File: config.mk
export PLATFORM = sky130hd
export DESIGN_NAME = opbus_arbiter
export DESIGN_NICKNAME = d
export VERILOG_FILES = /design/src/hdl/lane_pkg.sv /design/src/hdl/opbus_pkg.sv /design/src/hdl/opbus_order_fifo.sv /design/src/hdl/opbus_elem_counter.sv /design/src/hdl/opbus_steer_ctrl.sv /design/src/hdl/opbus_stream_mux.sv /design/src/hdl/opbus_arbiter.sv
export SDC_FILE = /design/constraint.sdc
export NUM_CORES = 1
export LEC_CHECK = 0
export CORE_AREA = 2 2 141 143
export DETAILED_ROUTE_END_ITERATION = 6
export DIE_AREA = 0 0 143 145
export DONT_BUFFER_PORTS = 1
export MAX_ROUTING_LAYER = met4
export PLACE_DENSITY_LB_ADDON = 0.08
export SYNTH_ARGS = -nofsm -noshare
export SYNTH_HDL_FRONTEND = slang
export SYNTH_SLANG_ARGS = --single-unit
File: constraint.sdc
create_clock -name clk_i -period 5.9 [get_ports clk_i]
set_input_delay 0.295 -clock clk_i [delete_from_list [all_inputs] [get_ports clk_i]]
set_output_delay 0.295 -clock clk_i [all_outputs]
set_load 0.05 [all_outputs]
File: src/hdl/lane_pkg.sv
////////////////////////////////////////////////////////////////////////////
// Vector lane definitions
// Opcodes, element width, vector lengths and instruction depth shared by
// the operand-bus control blocks
////////////////////////////////////////////////////////////////////////////

`default_nettype none

package lane_pkg;

  // Width of one element on the lane datapath
  localparam int unsigned ElenWidth = 64;
  typedef logic [ElenWidth-1:0] elen_t;

  // Longest vector handled by one instruction
  localparam int unsigned MaxElems = 64;
  // Element count, must be able to hold MaxElems itself
  typedef logic [$clog2(MaxElems+1)-1:0] vlen_t;

  // Instructions in flight, also the depth of the order queue
  localparam int unsigned NrVInsn = 8;

  //////////////////////////////////////////////////////////////////////////
  // Opcodes
  //////////////////////////////////////////////////////////////////////////

  // Both reduction ranges must stay contiguous
  typedef enum logic [3:0] {
    VADD,
    VMUL,
    VREDSUM,
    VWREDSUM,
    VFREDUSUM,
    VFWREDOSUM,
    VSLIDEUP,
    VSLIDEDOWN,
    VLXE,
    VSXE
  } ara_op_e;

endpackage : lane_pkg

`default_nettype wire

File: src/hdl/opbus_pkg.sv
////////////////////////////////////////////////////////////////////////////
// Operand-bus definitions
// Route kinds of the order queue and the select codes of the bus mux
////////////////////////////////////////////////////////////////////////////

`default_nettype none

package opbus_pkg;

  // Who consumes or produces the bus for one instruction
  typedef enum logic [1:0] {
    ROUTE_SLDU    = 2'd0,
    ROUTE_ADDRGEN = 2'd1,
    ROUTE_ALU_RED = 2'd2,
    ROUTE_FPU_RED = 2'd3
  } route_e;

  // Data source driving the shared bus
  typedef enum logic [1:0] {
    SEL_OPQ = 2'd0,
    SEL_ALU = 2'd1,
    SEL_FPU = 2'd2
  } bus_sel_e;

  // Occupancy of the order queue, 0 to NrVInsn inclusive
  localparam int unsigned UsageWidth = $clog2(lane_pkg::NrVInsn) + 1;

endpackage : opbus_pkg

`default_nettype wire

File: src/hdl/opbus_order_fifo.sv
////////////////////////////////////////////////////////////////////////////
// Operand-bus order queue
// Keeps route kind and element count of every steered instruction in
// issue order, with a synchronous flush
////////////////////////////////////////////////////////////////////////////

`timescale 1ns/1ps
`default_nettype none

module opbus_order_fifo (
  input  wire logic               clk_i,
  input  wire logic               arst_n_i,
  input  wire logic               flush_i,
  input  wire logic               push_i,
  input  opbus_pkg::route_e       route_i,
  input  lane_pkg::vlen_t         count_i,
  input  wire logic               pop_i,
  output opbus_pkg::route_e       route_o,
  output lane_pkg::vlen_t         count_o,
  output logic                    empty_o,
  output logic                    full_o
);

  import lane_pkg::*;
  import opbus_pkg::*;

  // Storage
  route_e route_mem [NrVInsn];
  vlen_t  count_mem [NrVInsn];

  logic [$clog2(NrVInsn)-1:0] wr_ptr_q;
  logic [$clog2(NrVInsn)-1:0] rd_ptr_q;
  logic [UsageWidth-1:0]      usage_q;

  logic push_en;
  logic pop_en;

  assign empty_o = (usage_q == '0);
  assign full_o  = (usage_q == UsageWidth'(NrVInsn));

  assign push_en = push_i & ~full_o;
  assign pop_en  = pop_i & ~empty_o;

  // Head entry is read straight from the array
  assign route_o = route_mem[rd_ptr_q];
  assign count_o = count_mem[rd_ptr_q];

  always_ff @(posedge clk_i) begin
    if (push_en) begin
      route_mem[wr_ptr_q] <= route_i;
      count_mem[wr_ptr_q] <= count_i;
    end
  end

  // Pointers and occupancy
  always_ff @(posedge clk_i or negedge arst_n_i) begin
    if (!arst_n_i) begin
      wr_ptr_q <= '0;
      rd_ptr_q <= '0;
      usage_q  <= '0;
    end else if (flush_i) begin
      wr_ptr_q <= '0;
      rd_ptr_q <= '0;
      usage_q  <= '0;
    end else begin
      if (push_en) begin
        wr_ptr_q <= (wr_ptr_q == NrVInsn - 1) ? '0 : wr_ptr_q + 1'b1;
      end
      if (pop_en) begin
        rd_ptr_q <= (rd_ptr_q == NrVInsn - 1) ? '0 : rd_ptr_q + 1'b1;
      end
      case ({push_en, pop_en})
        2'b10:   usage_q <= usage_q + 1'b1;
        2'b01:   usage_q <= usage_q - 1'b1;
        default: usage_q <= usage_q;
      endcase
    end
  end

  //////////////////////////////////////////////////////////////////////////
  // Assertions
  //////////////////////////////////////////////////////////////////////////

  // The issue side must respect the NrVInsn bound
  a_no_push_full: assert property (@(posedge clk_i) disable iff (!arst_n_i)
    !(push_i && full_o && !flush_i))
    else $error("order queue pushed while full");

  // Completion events only for a live head
  a_no_pop_empty: assert property (@(posedge clk_i) disable iff (!arst_n_i)
    !(pop_i && empty_o && !flush_i))
    else $error("order queue popped while empty");

endmodule : opbus_order_fifo

`default_nettype wire

File: src/hdl/opbus_elem_counter.sv
////////////////////////////////////////////////////////////////////////////
// Stream element counter
// Counts bus handshakes of the head stream instruction and flags the
// beat that completes it
////////////////////////////////////////////////////////////////////////////

`timescale 1ns/1ps
`default_nettype none

module opbus_elem_counter (
  input  wire logic       clk_i,
  input  wire logic       arst_n_i,
  input  wire logic       flush_i,
  input  wire logic       active_i,
  input  lane_pkg::vlen_t count_i,
  input  wire logic       beat_i,
  output logic            done_o
);

  import lane_pkg::*;

  // Elements already sent for the current head
  vlen_t cnt_q;
  vlen_t cnt_next;
  logic  beat_en;

  assign beat_en  = active_i & beat_i;
  assign cnt_next = cnt_q + 1'b1;

  // Last element goes out in this cycle
  assign done_o = beat_en & (cnt_next == count_i);

  always_ff @(posedge clk_i or negedge arst_n_i) begin
    if (!arst_n_i) begin
      cnt_q <= '0;
    end else if (flush_i || done_o) begin
      // Ready for the next head
      cnt_q <= '0;
    end else if (beat_en) begin
      cnt_q <= cnt_next;
    end
  end

  // Count stays below the head length while streaming
  a_cnt_bound: assert property (@(posedge clk_i) disable iff (!arst_n_i)
    active_i |-> (cnt_q < count_i))
    else $error("element count 0x%0h reached head length 0x%0h", cnt_q, count_i);

endmodule : opbus_elem_counter

`default_nettype wire

File: src/hdl/opbus_steer_ctrl.sv
////////////////////////////////////////////////////////////////////////////
// Operand-bus steering controller
// Registers issued instructions, classifies them into the order queue and
// derives the bus select and the pop from the queue head
////////////////////////////////////////////////////////////////////////////

`timescale 1ns/1ps
`default_nettype none

module opbus_steer_ctrl (
  input  wire logic           clk_i,
  input  wire logic           arst_n_i,
  input  wire logic           flush_i,
  input  wire logic           issue_valid_i,
  input  lane_pkg::ara_op_e   issue_op_i,
  input  lane_pkg::vlen_t     issue_len_i,
  input  opbus_pkg::route_e   head_route_i,
  input  wire logic           head_empty_i,
  input  wire logic           stream_done_i,
  input  wire logic           alu_red_done_i,
  input  wire logic           fpu_red_done_i,
  output logic                push_o,
  output opbus_pkg::route_e   push_route_o,
  output lane_pkg::vlen_t     push_count_o,
  output logic                pop_o,
  output logic                stream_active_o,
  output opbus_pkg::bus_sel_e bus_sel_o
);

  import lane_pkg::*;
  import opbus_pkg::*;

  // Issue register, cuts the path from the sequencer
  logic    valid_q;
  ara_op_e op_q;
  vlen_t   len_q;
  logic    steered;

  always_ff @(posedge clk_i or negedge arst_n_i) begin
    if (!arst_n_i) begin
      valid_q <= 1'b0;
    end else begin
      valid_q <= issue_valid_i & ~flush_i;
    end
  end

  always_ff @(posedge clk_i) begin
    if (issue_valid_i) begin
      op_q  <= issue_op_i;
      len_q <= issue_len_i;
    end
  end

  // Only bus users enter the queue
  always_comb begin
    push_route_o = ROUTE_SLDU;
    steered      = 1'b0;
    case (op_q) inside
      VSLIDEUP, VSLIDEDOWN: begin
        push_route_o = ROUTE_SLDU;
        steered      = 1'b1;
      end
      VLXE, VSXE: begin
        push_route_o = ROUTE_ADDRGEN;
        steered      = 1'b1;
      end
      [VREDSUM:VWREDSUM]: begin
        push_route_o = ROUTE_ALU_RED;
        steered      = 1'b1;
      end
      [VFREDUSUM:VFWREDOSUM]: begin
        push_route_o = ROUTE_FPU_RED;
        steered      = 1'b1;
      end
      default: ;
    endcase
  end

  assign push_o       = valid_q & steered;
  assign push_count_o = len_q;

  // Head decides pop, select and stream activity
  always_comb begin
    pop_o           = 1'b0;
    stream_active_o = 1'b0;
    bus_sel_o       = SEL_OPQ;
    if (!head_empty_i) begin
      unique case (head_route_i)
        ROUTE_ALU_RED: begin
          pop_o     = alu_red_done_i;
          bus_sel_o = SEL_ALU;
        end
        ROUTE_FPU_RED: begin
          pop_o     = fpu_red_done_i;
          bus_sel_o = SEL_FPU;
        end
        default: begin
          pop_o           = stream_done_i;
          stream_active_o = 1'b1;
        end
      endcase
    end
  end

  // A reduction unit finishes only the reduction that owns the bus
  a_alu_done_head: assert property (@(posedge clk_i) disable iff (!arst_n_i)
    alu_red_done_i |-> (!head_empty_i && head_route_i == ROUTE_ALU_RED))
    else $error("ALU reduction done while not at the head");

  a_fpu_done_head: assert property (@(posedge clk_i) disable iff (!arst_n_i)
    fpu_red_done_i |-> (!head_empty_i && head_route_i == ROUTE_FPU_RED))
    else $error("FPU reduction done while not at the head");

endmodule : opbus_steer_ctrl

`default_nettype wire

File: src/hdl/opbus_stream_mux.sv
////////////////////////////////////////////////////////////////////////////
// Operand-bus stream mux
// Picks operand queue, ALU or FPU onto the shared bus and steers valid
// and ready between the slide unit and the address generator
////////////////////////////////////////////////////////////////////////////

`timescale 1ns/1ps
`default_nettype none

module opbus_stream_mux (
  input  opbus_pkg::bus_sel_e bus_sel_i,
  input  opbus_pkg::route_e   head_route_i,
  input  wire logic           head_empty_i,
  input  lane_pkg::elen_t     opq_data_i,
  input  wire logic           opq_valid_i,
  output logic                opq_ready_o,
  input  lane_pkg::elen_t     alu_red_data_i,
  input  wire logic           alu_red_valid_i,
  output logic                alu_red_ready_o,
  input  lane_pkg::elen_t     fpu_red_data_i,
  input  wire logic           fpu_red_valid_i,
  output logic                fpu_red_ready_o,
  input  wire logic           sldu_ready_i,
  input  wire logic           addrgen_ready_i,
  output lane_pkg::elen_t     bus_data_o,
  output logic                sldu_valid_o,
  output logic                addrgen_valid_o,
  output logic                beat_o
);

  import opbus_pkg::*;

  // Data path follows the select alone
  always_comb begin
    unique case (bus_sel_i)
      SEL_ALU: bus_data_o = alu_red_data_i;
      SEL_FPU: bus_data_o = fpu_red_data_i;
      default: bus_data_o = opq_data_i;
    endcase
  end

  // Handshake steering, nothing moves without a head
  always_comb begin
    sldu_valid_o    = 1'b0;
    addrgen_valid_o = 1'b0;
    opq_ready_o     = 1'b0;
    alu_red_ready_o = 1'b0;
    fpu_red_ready_o = 1'b0;
    if (!head_empty_i) begin
      unique case (bus_sel_i)
        SEL_ALU: begin
          sldu_valid_o    = alu_red_valid_i;
          alu_red_ready_o = sldu_ready_i;
        end
        SEL_FPU: begin
          sldu_valid_o    = fpu_red_valid_i;
          fpu_red_ready_o = sldu_ready_i;
        end
        default: begin
          if (head_route_i == ROUTE_SLDU) begin
            sldu_valid_o = opq_valid_i;
            opq_ready_o  = sldu_ready_i;
          end else if (head_route_i == ROUTE_ADDRGEN) begin
            addrgen_valid_o = opq_valid_i;
            opq_ready_o     = addrgen_ready_i;
          end
        end
      endcase
    end
  end

  // One operand-queue element accepted
  assign beat_o = opq_valid_i & opq_ready_o;

endmodule : opbus_stream_mux

`default_nettype wire

File: src/hdl/opbus_arbiter.sv
////////////////////////////////////////////////////////////////////////////
// Operand-bus arbiter
// Serializes the shared lane bus toward slide unit and address generator
// in instruction order
////////////////////////////////////////////////////////////////////////////

`timescale 1ns/1ps
`default_nettype none

module opbus_arbiter (
  input  wire logic         clk_i,
  input  wire logic         arst_n_i,
  input  wire logic         flush_i,
  // Instruction issue
  input  wire logic         issue_valid_i,
  input  lane_pkg::ara_op_e issue_op_i,
  input  lane_pkg::vlen_t   issue_len_i,
  // Operand queue stream
  input  lane_pkg::elen_t   opq_data_i,
  input  wire logic         opq_valid_i,
  output logic              opq_ready_o,
  // Reduction streams
  input  lane_pkg::elen_t   alu_red_data_i,
  input  wire logic         alu_red_valid_i,
  output logic              alu_red_ready_o,
  input  lane_pkg::elen_t   fpu_red_data_i,
  input  wire logic         fpu_red_valid_i,
  output logic              fpu_red_ready_o,
  input  wire logic         alu_red_done_i,
  input  wire logic         fpu_red_done_i,
  // Shared bus toward slide unit and address generator
  input  wire logic         sldu_ready_i,
  input  wire logic         addrgen_ready_i,
  output lane_pkg::elen_t   bus_data_o,
  output logic              sldu_valid_o,
  output logic              addrgen_valid_o
);

  import lane_pkg::*;
  import opbus_pkg::*;

  // Controller to queue
  logic     push;
  route_e   push_route;
  vlen_t    push_count;
  logic     pop;
  // Queue head
  route_e   head_route;
  vlen_t    head_count;
  logic     head_empty;
  // Stream tracking and bus control
  logic     stream_active;
  logic     stream_done;
  bus_sel_e bus_sel;
  logic     beat;

  opbus_steer_ctrl i_steer_ctrl (
    .clk_i          (clk_i         ),
    .arst_n_i       (arst_n_i      ),
    .flush_i        (flush_i       ),
    .issue_valid_i  (issue_valid_i ),
    .issue_op_i     (issue_op_i    ),
    .issue_len_i    (issue_len_i   ),
    .head_route_i   (head_route    ),
    .head_empty_i   (head_empty    ),
    .stream_done_i  (stream_done   ),
    .alu_red_done_i (alu_red_done_i),
    .fpu_red_done_i (fpu_red_done_i),
    .push_o         (push          ),
    .push_route_o   (push_route    ),
    .push_count_o   (push_count    ),
    .pop_o          (pop           ),
    .stream_active_o(stream_active ),
    .bus_sel_o      (bus_sel       )
  );

  // Full is only checked inside the queue
  opbus_order_fifo i_order_fifo (
    .clk_i   (clk_i     ),
    .arst_n_i(arst_n_i  ),
    .flush_i (flush_i   ),
    .push_i  (push      ),
    .route_i (push_route),
    .count_i (push_count),
    .pop_i   (pop       ),
    .route_o (head_route),
    .count_o (head_count),
    .empty_o (head_empty),
    .full_o  (          )
  );

  opbus_elem_counter i_elem_counter (
    .clk_i   (clk_i        ),
    .arst_n_i(arst_n_i     ),
    .flush_i (flush_i      ),
    .active_i(stream_active),
    .count_i (head_count   ),
    .beat_i  (beat         ),
    .done_o  (stream_done  )
  );

  opbus_stream_mux i_stream_mux (
    .bus_sel_i      (bus_sel        ),
    .head_route_i   (head_route     ),
    .head_empty_i   (head_empty     ),
    .opq_data_i     (opq_data_i     ),
    .opq_valid_i    (opq_valid_i    ),
    .opq_ready_o    (opq_ready_o    ),
    .alu_red_data_i (alu_red_data_i ),
    .alu_red_valid_i(alu_red_valid_i),
    .alu_red_ready_o(alu_red_ready_o),
    .fpu_red_data_i (fpu_red_data_i ),
    .fpu_red_valid_i(fpu_red_valid_i),
    .fpu_red_ready_o(fpu_red_ready_o),
    .sldu_ready_i   (sldu_ready_i   ),
    .addrgen_ready_i(addrgen_ready_i),
    .bus_data_o     (bus_data_o     ),
    .sldu_valid_o   (sldu_valid_o   ),
    .addrgen_valid_o(addrgen_valid_o),
    .beat_o         (beat           )
  );

endmodule : opbus_arbiter

`default_nettype wire

# ---- Word level (Yosys, flattened, before mapping)
# Memories as Yosys holds them, arrays and structs flattened.
# Index checks and enable logic that the tools add are counted.
dict set report totals {
  in_bits 214
  ff_bits 29
  mem_count 2
  mem_bits_rw 72
}
# memory depth width read_ports rd_ports_with_merged_regs write_ports line
set mem_list {}
lappend mem_list {i_order_fifo.count_mem 8 7 1 0 1 opbus_order_fifo.sv:29} ;# vlen_t count_mem [NrVInsn];
lappend mem_list {i_order_fifo.route_mem 8 2 1 0 1 opbus_order_fifo.sv:28} ;# route_e route_mem [NrVInsn];
dict set report op_classes {
  n_addsub 5
  n_reduce_logical 13
  magnitude_cmp 4
  bitwise 10
  mux 42
  n_eq_ne 15
}
# op n
set op_table {}
lappend op_table {{$pmux W64 S2} 1}
lappend op_table {{$mux W1} 23}
lappend op_table {{$mux W3} 6}
lappend op_table {{$mux W7} 2}
lappend op_table {{$eq A4 B4 Y1 const B} 3}
lappend op_table {{$mux W2} 5}
lappend op_table {{$eq A2 B2 Y1 const B} 4}
lappend op_table {{$eq A4 B3 Y1 const B} 2}
lappend op_table {{$pmux W4 S2} 1}
lappend op_table {{$reduce_or A2 Y1} 4}
lappend op_table {{$add A7 B1 Y7 const B} 1}
lappend op_table {{$and A1 B1 Y1} 7}
lappend op_table {{$eq A7 B7 Y1} 1}
lappend op_table {{$add A3 B1 Y3 const B} 2}
lappend op_table {{$eq A2 B1 Y1 const B} 3}
lappend op_table {{$eq A3 B3 Y1 const B} 2}
lappend op_table {{$reduce_bool A2 Y1} 3}
lappend op_table {{$add A4 B1 Y4 const B} 1}
lappend op_table {{$ge A4 B2 Y1 const B} 1}
lappend op_table {{$ge A4 B3 Y1 const B} 1}
lappend op_table {{$le A4 B2 Y1 const B} 1}
lappend op_table {{$le A4 B3 Y1 const B} 1}
lappend op_table {{$logic_not A4 Y1} 1}
lappend op_table {{$mux W4} 1}
lappend op_table {{8 further kinds} 12}

# ---- Logic depth before layout (Yosys ltp)
# Gate-level depths: netlist (run 1).
# An unclocked memory read counts as a cell.
dict set report logic_depth {
  depth_word 17
  mapped_depth 20
  depth_no_buf 18
}

# ---- Hierarchy
# Synthesis (run 1) repeated with hierarchy kept, for this count alone.
dict set report hier_totals {
  cells_unflattened 504
  hier_area_um2 5759.3
}
# module area_each_um2 instances cells_per_inst
set modules_own_cells {}
lappend modules_own_cells {opbus_order_fifo 3489.6 1 190}
lappend modules_own_cells {opbus_stream_mux 1323.8 1 236}
lappend modules_own_cells {opbus_elem_counter 530.5 1 53}
lappend modules_own_cells {opbus_steer_ctrl 415.4 1 25}

# ---- Worst setup path before layout (run 1)
# OpenSTA, ideal clock, no wires.
dict set report synth_path {
  path_type {register -> register}
  from {register i_order_fifo.rd_ptr_q[0]}
  to {register i_order_fifo.usage_q[3]}
  setup_ps 128
  path_stages_with_launch 21
  arrival_time_ps 4116
  slack_ps 1657
  required_time_ps 5772
  path_cell_list {dfrtp_1 > buf_6 > mux4_2 > mux2i_4 > nor2_1 > nand3_1 > inv_1 > ha_1 > and2_0 > and4_1 > o21ai_2 > nor4_4 > a31oi_4 > buf_2 > nor2_1 > ha_1 > a21o_1 > a21oi_1 > nor2_1 > mux2i_1 > mux2_1}
}
dict set report synth_between {
  elab_chain_cells 17
  elab_cells_between_ends 30
  classes_between {eq/ne: 8; mux: 12; bitwise: 4; reduce/logical: 4; memory: 2}
}
# element line
set synth_lines {}
lappend synth_lines {{start, declared} opbus_order_fifo.sv:32} ;# logic [$clog2(NrVInsn)-1:0] rd_ptr_q;
lappend synth_lines {{start signal, assigned} opbus_order_fifo.sv:70} ;# rd_ptr_q <= (rd_ptr_q == NrVInsn - 1) ? '0 : rd_ptr_q + 1'b1;
lappend synth_lines {{$mem_v2 Z8 W2} n/a}
lappend synth_lines {{$eq A2 B2 Y1} opbus_steer_ctrl.sv:88} ;# unique case (head_route_i)
lappend synth_lines {{$pmux W2 S2} opbus_steer_ctrl.sv:88}
lappend synth_lines {{$mux W2} opbus_steer_ctrl.sv:87} ;# if (!head_empty_i) begin
lappend synth_lines {{$eq A2 B1 Y1 or $eq A2 B2 Y1 (tied branches)} opbus_stream_mux.sv:50} ;# unique case (bus_sel_i)
lappend synth_lines {{$reduce_or A2 Y1 (no line)} n/a}
lappend synth_lines {{$mux W1} opbus_stream_mux.sv:50}
lappend synth_lines {{$mux W1} opbus_stream_mux.sv:49} ;# if (!head_empty_i) begin
lappend synth_lines {{$and A1 B1 Y1} opbus_stream_mux.sv:73} ;# assign beat_o = opq_valid_i & opq_ready_o;
lappend synth_lines {{$and A1 B1 Y1} opbus_elem_counter.sv:27} ;# assign beat_en = active_i & beat_i;
lappend synth_lines {{$and A1 B1 Y1} opbus_elem_counter.sv:31} ;# assign done_o = beat_en & (cnt_next == count_i);
lappend synth_lines {{$pmux W1 S2 (*)} opbus_steer_ctrl.sv:88}
lappend synth_lines {{$mux W1 (*)} opbus_steer_ctrl.sv:87}
lappend synth_lines {{$and A1 B1 Y1 (*)} opbus_order_fifo.sv:42} ;# assign pop_en = pop_i & ~empty_o;
lappend synth_lines {{$eq A2 B1 Y1 or $eq A2 B2 Y1 (tied branches)} opbus_order_fifo.sv:72} ;# case ({push_en, pop_en})
lappend synth_lines {{$pmux W4 S2} opbus_order_fifo.sv:72}
lappend synth_lines {{$mux W4} opbus_order_fifo.sv:61} ;# end else if (flush_i) begin
lappend synth_lines {{end signal, assigned} opbus_order_fifo.sv:73} ;# 2'b10: usage_q <= usage_q + 1'b1;
lappend synth_lines {{end signal, assigned} opbus_order_fifo.sv:74} ;# 2'b01: usage_q <= usage_q - 1'b1;
lappend synth_lines {{end signal, assigned} opbus_order_fifo.sv:75} ;# default: usage_q <= usage_q;
lappend synth_lines {{end, declared} opbus_order_fifo.sv:33} ;# logic [UsageWidth-1:0] usage_q;
# Every way passes the cells marked *; elsewhere a longest branch is shown, timed or not.
# A chain may end at the register's enable or synchronous reset.

# ---- Final worst setup path (run 1)
dict set report layout_path {
  from {register i_order_fifo.rd_ptr_q[2]}
  to {register i_order_fifo.usage_q[3]}
}
# Same word-level chain as after synthesis.

==> out/summary.txt, run 1 <==
Post-Route WL: 20100 µm
WP data required: 6120 ps
Final Hold Fails: 0
Clock transition at the registers of the reported paths: 70 ps
Full die area: 0.0207 mm²
Register bit count reported by yosys: 100
Vias in the first global route: 4029
Peak supply drop: 0.209 mV
Share of layout cells above drive strength 1: 11.5%
P&R area growth vs syn: 11.6%
I/O Buffers: 0
Drt first pass iters: 5
Post_cts resized: 0
Clk sinks: 100
Crit-path max FO: 16
Cell Area, Synth: 0.00565 mm²
Initial antenna violation count: 4
DR vias: 4201
Residual DRC: 0
Detail Route Antenna Nets: 0
Crit-path cells: mux4_2, or2b_1, nand2_1, nand2_1, ha_4, and2_0, and4_1, o21ai_2, nor4_4, a31oi_4, nor2_1, ha_1, a21o_1, a21oi_1, nor2_1, mux2i_1, mux2_1
Post-Route Setup TNS: 0 ps
Tmin final: 4800 ps
Setup Skew: 11.7 ps
Die Wd: 143 µm
Hpwl dp: 15600 µm
Worst hold path type: primary input to register
Final Util: 32.8%
Vias per cell: 5.44
Commonest non-fill, non-tap cell in the layout: nand2_1
Cell family with most CP delay: simple AND/OR/NAND/NOR gates
Worst-margin pin slew: 1220 ps
Sequential share of the synthesized area: 51.6%
Post-synth cell types: 48
Yosys warning count: 0
Setup Viol. Count Final: 0
Period Utilization, post-route: 81.3%
Iter 0 DRT Violations: 310
First-pass GRT wire length: 28000 µm
Top FF cell, synth: edfxtp_1
Clock latency on the worst-skew pair: 350 ps
Global-route usage over all layers: 19.4%
Leak Pwr: 2.09 nW
Post-Synthesis Mean Instance Area: 11.1 µm²
H-tree level count: 3
Die height: 145 µm
Placer Congestion: 1.00
Pins Over Slew Limit: 0
Pwr per Cell Area: 321 mW/mm²
Largest net degree at the start of global routing: 132
Row count: 51
Crit path largest cell delay: 810 ps
Outcome: completed
Nets: 722
Rel. slew slack: 18.4%
CP Capture Type: register
Buf+Inv Stages, Crit Path: 0
Setup Crit Path Kind: register to register
GRT Residual Overflow: 0
Ys async rst share: 18.0%
Element type at the critical path start: register
Max Fclk: 208 MHz
Synthesized net count: 735
Max stage delay cell, worst path: dfrtp_1
Root Buffer: clkbuf_16
Crit path DAT: 5020 ps
Initial Util: 29.4%
Boundary pin count: 283
Core Area: 0.0192 mm²
Max Cap Violations: 0
Num CTS Buffers: 9
CTS tree: yes
Most frequent cells in the layout: nand2_1 (86), edfxtp_1 (82), a22oi_1 (66), o21ai_1 (64), nor2_1 (24)
Clock Tree Buf Depth: 2
Drt wl/cell: 26.0 µm
RSZ-0062 raised after global routing: no
Number of synthesized flops with an enable pin: 82
Gate Count Post-Synth: 511
layer usage:
layer	track usage, %	routed length, µm	vias up
met5	-	0	-
li1	-	-	1915
met2	28.9	9110	202
met1	23.3	8170	2052
met3	8.91	2250	32
met4	6.14	518	0
path summary, 6_finish.rpt:
| path | start | end | slack (ps) | cells past startpoint |
|---|---|---|---|---|
| worst max-delay path | i_order_fifo.rd_ptr_q[2] | i_order_fifo.usage_q[3] | 1100 | 17 |
| worst min-delay path | flush_i | i_order_fifo.rd_ptr_q[0] | 20 | 1 |
| worst max register to register | i_order_fifo.rd_ptr_q[2] | i_order_fifo.usage_q[3] | 1100 | 17 |
| worst min register to register | i_elem_counter.cnt_q[1] | i_elem_counter.cnt_q[1] | 550 | 2 |
| max in group asynchronous | arst_n_i | i_elem_counter.cnt_q[4] | 4690 | 1 |
| min in group asynchronous | arst_n_i | i_steer_ctrl.valid_q | 580 | 1 |
flip-flops by register name, summed over array words and instances (netlist names):
signal	cells
i_order_fifo.rd_ptr_q	3
i_order_fifo.route_mem	16
i_steer_ctrl.op_q	3
i_order_fifo.usage_q	4
i_order_fifo.wr_ptr_q	3
i_order_fifo.count_mem	56
i_elem_counter.cnt_q	7
i_steer_ctrl.push_count_o	7
i_steer_ctrl.valid_q	1
logic make-up (layout without fill, tap and decap cells):
group | after synthesis | in the layout | share of synthesized area, %
XOR/XNOR | 22 | 22 | 3.66
AND/OR/NAND/NOR | 163 | 163 | 13.8
multiplexers | 31 | 31 | 9.06
buffers and inverters | 40 | 32 | 3.26
flip-flops | 100 | 100 | 51.6
other | 0 | 4 | 0
adder cells (fa/ha/maj) | 10 | 10 | 2.35
AO/OA/AOI/OAI | 145 | 145 | 16.2
cells in the mapped netlist, types with 2 or more instances:
library cell,count,area share (%)
dfrtp_1,18,8.0
nand3_1,8,0.71
nor3b_1,3,0.40
ha_1,9,2.0
mux4_2,15,6.0
inv_1,2,0.13
edfxtp_1,82,44
o21ai_0,65,5.8
buf_2,3,0.27
buf_1,7,0.47
nand4_1,4,0.44
buf_6,2,0.40
nor3_1,6,0.53
nor2b_1,5,0.55
a21oi_1,9,0.80
a22oi_1,66,8.8
and2_1,2,0.22
nand3b_1,3,0.40
nor4b_1,2,0.31
nand2_1,86,5.7
nor2_1,24,1.6
nor4_1,2,0.22
or4b_1,2,0.35
mux2i_1,14,2.5
and3_1,4,0.44
clkbuf_1,24,1.6
xnor2_1,13,2.0
nand4b_1,2,0.31
a21o_1,2,0.27
or3_1,2,0.22
xor2_1,8,1.2
what timing repair did:
item	4_1_cts	5_1_grt
hold buffers	2	0
hold endpoints to repair	25	0
buffers inserted	0	0
stage by stage:
stage                     std cells  worst slack, ps  hold slack (ps)  total power [mW]  cell area, µm²
after global placement          750             1130            0.401              1.41            5950
after detailed placement        750             1080            0.579              1.42            5950
final                           772             1100             23.0              2.02            6300
after CTS                       768             1060             6.96              2.05            6290
after global routing            772              730             11.9              2.11            6300
after floorplan                 511             1660           -0.591              1.33            5650
final cells by class:
type	count	area [µm²]
clock inverters	7	91.3
diodes	4	10.0
clock buffers	9	225
multi-input cells	371	2610
fillers	1931	12900
flip-flops and latches	100	2910
inverters	2	7.51
repair buffers	14	110
well taps	265	332
worst register-to-register path: cells and delay by family (launching register included):
family / cells / cell delay [ps]
and+or+nand+nor: 8 / 1280
muxes: 3 / 920
AOI/OAI and AO/OA: 4 / 1110
adders and majority gates: 2 / 570
DFF: 1 / 810
report_power, final:
part           leakage, nW  switching (mW)  total (mW)  internal, mW
Combinational        0.943           0.488       0.604         0.117
Clock                0.151           0.270       0.608         0.338
Sequential           0.998          0.0214       0.807         0.786
Total                 2.09           0.779        2.02          1.24
No activity file was read; power rests on OpenSTA's default activity.
==> run 2, diff against run 1 <==
Clock period 5.9 ns to 3.95 ns, I/O delays scaled along.
==> out/summary.txt, run 2 (synthesis gave the netlist of run 1 again) <==
FF-to-FF Start: i_order_fifo.rd_ptr_q[1]
Max Cap Violations: 0
Full die area: 0.0207 mm²
Setup Skew: 7.49 ps
DR vias: 4482
Hold_sp: flush_i
Setup Viol. Count Final: 0
Pins Over Slew Limit: 0
Final Cell Area: 0.00762 mm²
Outcome: completed
Hold Path End: i_order_fifo.usage_q[3]
Worst R2R End: i_order_fifo.usage_q[3]
Row count: 51
Final Hold Fails: 0
Vias in the first global route: 4570
Largest net degree at the start of global routing: 118
GRT Residual Overflow: 0
Drt wl/cell: 24.0 µm
Top reg by flops: i_order_fifo.count_mem
Setup slack, reg-to-reg: 110 ps
Share of layout cells above drive strength 1: 25.3%
Root Buffer: clkbuf_16
Crit-path max FO: 4
Initial Util: 29.4%
Hold Path Cell Cnt: 2
Boundary pin count: 283
WP data required: 4180 ps
Max FFs per register: 56
Leak Pwr: 2.72 nW
P&R area growth vs syn: 34.9%
Setup Crit Path Kind: register to register
Residual DRC: 0
Placer Congestion: 0.950
Nets: 812
Clock latency on the worst-skew pair: 350 ps
Drt first pass iters: 5
Period Utilization, post-route: 97.2%
Initial antenna violation count: 6
Clk sinks: 100
Pwr per Cell Area: 463 mW/mm²
Iter 0 DRT Violations: 341
Global-route usage over all layers: 20.2%
H-tree level count: 3
Clock Tree Buf Depth: 2
Clock transition at the registers of the reported paths: 70 ps
Final Util: 39.7%
Crit path DAT: 4070 ps
Num CTS Buffers: 9
Worst hold path type: primary input to register
Worst-margin pin slew: 1060 ps
RSZ-0062 raised after global routing: yes
Tmin final: 3840 ps
Vias per cell: 5.19
Most frequent cells in the layout: nand2_1 (84), edfxtp_1 (82), a22oi_1 (65), o21ai_1 (64), buf_4 (49)
DP Area: 0.00707 mm²
Post-Route WL: 20700 µm
Core Area: 0.0192 mm²
Peak supply drop: 0.275 mV
Rel. slew slack: 29.1%
Hpwl dp: 16100 µm
Max Fclk: 260 MHz
First-pass GRT wire length: 29500 µm
CTS tree: yes
Regs by FF count: i_order_fifo.count_mem: 56 flops, i_order_fifo.route_mem: 16 flops
Detail Route Antenna Nets: 0
Total power: 3.52 mW
Die height: 145 µm
Reg2reg path depth: 17
Element type at the critical path start: register
I/O Buffers: 0
Commonest non-fill, non-tap cell in the layout: nand2_1
Die Wd: 143 µm
CP Capture Type: register
[run 2: cell count changes in the layout (fill, tap and decap cells not counted), moves of 2 or more]
| cell | before | now |
|---|---|---|
| dlygate4sd3_1 | 2 | 13 |
| buf_4 | 12 | 49 |
| nor2_1 | 24 | 22 |
| buf_12 | 0 | 41 |
| nand2_1 | 86 | 84 |
| a21oi_2 | 0 | 2 |
| diode_2 | 4 | 6 |
| nand2_2 | 0 | 2 |
| bufinv_16 | 1 | 3 |
| a21oi_1 | 9 | 7 |
[run 2: timing repair]
item                                    CTS  global route
resized for setup                         0            13
hold buffers                             13             0
endpoints found under the hold margin    46             0
endpoints found under the setup margin    0            62
buffers inserted                          0             1
[run 2: cell type report]
| class | instances | area (µm²) |
|---|---|---|
| Fill cell | 1850 | 11600 |
| Sequential cell | 100 | 2910 |
| Multi-Input combinational cell | 371 | 2680 |
| Timing Repair Buffer | 104 | 1330 |
| Tap cell | 265 | 332 |
| Clock buffer | 9 | 225 |
| Clock inverter | 6 | 119 |
| Antenna cell | 6 | 15.0 |
| Inverter | 2 | 7.51 |
[run 2: worst max path at each step]
stage	slack, ps	startpoint	end
2_1_floorplan	20	i_order_fifo.rd_ptr_q[0]	i_order_fifo.usage_q[3]
3_3_place_gp	170	i_order_fifo.rd_ptr_q[0]	i_order_fifo.usage_q[3]
3_5_place_dp	90	i_order_fifo.rd_ptr_q[0]	i_order_fifo.usage_q[3]
4_1_cts	20	i_order_fifo.rd_ptr_q[0]	bus_data_o[18]
5_1_grt	-100	i_order_fifo.rd_ptr_q[0]	i_order_fifo.usage_q[3]
6_report	110	i_order_fifo.rd_ptr_q[1]	i_order_fifo.usage_q[3]
[run 2: where the power goes]
part | total [mW] | internal (mW) | switching, mW
logic | 1.31 | 0.500 | 0.811
registers | 1.20 | 1.17 | 0.0272
clock network | 1.01 | 0.623 | 0.389
[run 2: through the flow]
stage	worst slack, ps	hold WS, ps	TNS, ps	instances
floorplan	15.2	-98.1	0	511
global placement	170	-97.2	0	828
detailed placement	91.0	-97.3	0	828
CTS	22.4	48.5	0	856
global route	-103	57.2	-103	863
finish	110	65.6	0	863
[run 2: worst max-delay path: stages (launching register included)]
cell and delay, ps:
dfrtp_1 380, mux4_2 510, or2b_4 300, nand2_2 100, nand2_2 80, ha_4 280
and2_4 120, and4_4 220, o21ai_4 70, nor4_4 300, a31oi_4 140, nor2_4 190
ha_4 220, a21o_1 160, a21oi_2 140, nor2_1 50, mux2i_1 140, mux2_1 330
[run 2: routing by layer]
| metal | share of wire, % | track usage, % |
|---|---|---|
| met5 | 0 | - |
| met4 | 2.0 | 6.88 |
| met3 | 9.8 | 7.52 |
| met2 | 49 | 32.5 |
| met1 | 39 | 23.1 |
==> run 3, diff against run 2 <==
Settings changed: CORE_AREA 2 2 141 143 to 2 2 142 144, DIE_AREA 0 0 143 145 to 0 0 144 146, SYNTH_HIERARCHICAL set to 1.
==> out/summary.txt, run 3 <==
CTS tree: yes
Post-place setup slack: -986 ps
Crit path largest cell delay: 520 ps
Global-route usage over all layers: 19.5%
Outcome: finished, violations left
First-pass GRT wire length: 29600 µm
Area leader, netlist: edfxtp_1
Buf+Inv Stages, Crit Path: 2
Detail Route Antenna Nets: 0
Post-Route WL: 20400 µm
Root Buffer: clkbuf_16
Leak Pwr: 2.89 nW
Post-Route Setup TNS: -3160 ps
Setup Crit Path Kind: register to register
Max Cap Violations: 0
Vias per cell: 5.31
P&R area growth vs syn: 39.3%
Clock transition at the registers of the reported paths: 70 ps
Vias in the first global route: 4777
Crit-path cells: mux4_2, mux2_4, nor3b_4, inv_2, ha_4, or3b_4, nor3b_4, nand2_2, or3_4, a211oi_4, and3_1, nor2_1, a211oi_2, o41a_1, nand2_2, inv_2, ha_4, a31oi_4, and3b_1, mux2i_1, o2111ai_1
Num CTS Buffers: 9
Sequential share of the synthesized area: 50.6%
Clk sinks: 100
Gate Count Post-Synth: 504
Nets: 827
Full die area: 0.0210 mm²
CP Capture Type: register
Top post-synthesis cells by area: edfxtp_1 (43%), a22oi_1 (8.3%), dfrtp_1 (7.8%)
Boundary pin count: 283
FF-to-FF Start: i_order_fifo/rd_ptr_q[0]
Setup Viol. Count Final: 7
Final WS setup: -768 ps
Max stage delay cell, worst path: mux4_2
Most frequent cells in the layout: edfxtp_1 (82), nand2_1 (70), a22oi_1 (64), o21ai_1 (64), buf_4 (61)
Largest net degree at the start of global routing: 94
Core Area: 0.0193 mm²
Top-area cell type share of the netlist area: 42.8%
Post-synth top cells: edfxtp_1 (82), nand2_1 (71), a22oi_1 (64)
Top-count cell post-synth: edfxtp_1
Violated checks: setup timing
Drt first pass iters: 5
Drt wl/cell: 23.2 µm
Die height: 146 µm
Hold_sp: flush_i
Worst-margin pin slew: 1070 ps
Max FFs per register: 56
Tmin final: 4720 ps
Post-synth cell types: 55
Element type at the critical path start: register
Clock latency on the worst-skew pair: 340 ps
Residual DRC: 0
Reg2reg path depth: 21
Final Hold Fails: 0
Clock Tree Buf Depth: 2
Synthesized net count: 727
Share of layout cells above drive strength 1: 31.9%
Register bit count reported by yosys: 100
Peak supply drop: 0.241 mV
DR vias: 4669
Placer Congestion: 0.896
Pins Over Slew Limit: 0
Crit-path max FO: 6
Hold Slack: 112 ps
Number of synthesized flops with an enable pin: 82
Initial antenna violation count: 5
Top FF cell, synth: edfxtp_1
Pwr per Cell Area: 316 mW/mm²
Regs by FF count: i_order_fifo/count_mem: 56 flops, i_order_fifo/route_mem: 16 flops
Ys async rst share: 18.0%
Setup Skew: 9.50 ps
Yosys warning count: 6
Worst hold path type: primary input to register
Rel. slew slack: 28.2%
Setup slack, reg-to-reg: -770 ps
Top reg by flops: i_order_fifo/count_mem
GRT Residual Overflow: 0
Cell family with most CP delay: simple AND/OR/NAND/NOR gates
Crit path DAT: 4920 ps
Iter 0 DRT Violations: 302
Row count: 51
Commonest non-fill, non-tap cell in the layout: edfxtp_1
RSZ-0062 raised after global routing: yes
Hold Path Cell Cnt: 3
Cell Area, Synth: 0.00576 mm²
Hold Path End: i_order_fifo/usage_q[3]
Post-Layout Cell Count: 879
Initial Util: 29.8%
Period Utilization, post-route: 119%
Worst R2R End: i_order_fifo/usage_q[3]
Post-Synthesis Mean Instance Area: 11.4 µm²
H-tree level count: 3
Max Fclk: 212 MHz
Placed Cells: 829
WP data required: 4160 ps
Hpwl dp: 15600 µm
I/O Buffers: 0
Die Wd: 144 µm
## run 3: layer usage
layer  GRT usage (%)  part of all wire, %  vias to the layer above
met5               -                    0                        -
met4            6.81                  1.7                        0
met3            5.46                  8.1                       21
met2            34.2                   53                      185
met1            20.9                   37                     2309
li1                -                    -                     2154
## run 3: logic make-up after synthesis
group                    Yosys count  synth area share, %
AND/OR/NAND/NOR                  140                 12.0
XOR/XNOR                          20                 3.04
multiplexers                      34                 10.0
flip-flops                       100                 50.6
adder cells (fa/ha/maj)            9                 1.96
AO/OA/AOI/OAI                    158                 18.0
buffers and inverters             43                 4.37
## run 3: metrics by stage
| stage | area (µm²) | power, mW | util [%] |
|---|---|---|---|
| after floorplan | 5830 | 1.43 | - |
| after global placement | 7310 | 1.61 | 37.8 |
| after detailed placement | 7310 | 1.61 | 37.8 |
| after CTS | 8010 | 2.56 | 41.4 |
| after global routing | 8020 | 2.63 | 41.5 |
| final | 8020 | 2.54 | 41.5 |
## run 3: cell type report
type	count	area (µm²)
fillers	1862	11300
flip-flops and latches	100	2910
multi-input cells	361	2800
repair buffers	129	1640
well taps	265	332
clock buffers	9	225
clock inverters	7	87.6
diodes	5	12.5
inverters	3	11.3
## run 3: timing repair
action / 4_1_cts / 5_1_grt
setup buffers: 22 / 2
hold endpoints to repair: 55 / 13
resized for setup: 17 / 9
pin swaps: 19 / 9
hold buffers: 16 / 1
setup endpoints to repair: 54 / 38
## run 3: worst max path at each step
stage                                   startpoint                      end  cells after the start
after global placement    i_order_fifo/rd_ptr_q[0]  i_order_fifo/usage_q[2]                     20
after detailed placement  i_order_fifo/rd_ptr_q[0]  i_order_fifo/usage_q[3]                     21
final                     i_order_fifo/rd_ptr_q[0]  i_order_fifo/usage_q[3]                     21
after floorplan           i_order_fifo/rd_ptr_q[0]  i_order_fifo/usage_q[2]                     22
after CTS                 i_order_fifo/rd_ptr_q[0]  i_order_fifo/usage_q[3]                     21
after global routing      i_order_fifo/rd_ptr_q[0]  i_order_fifo/usage_q[3]                     22
## run 3: worst min-delay path: cells and delay by family
| family | cells | cell delay [ps] |
|---|---|---|
| AOI/OAI and AO/OA | 1 | 110 |
| and+or+nand+nor | 2 | 90 |
## run 3: power breakdown
part           total, mW  switching [mW]  internal, mW
combinational      0.428           0.251         0.177
sequential          1.18          0.0172          1.17
clock              0.924           0.416         0.508
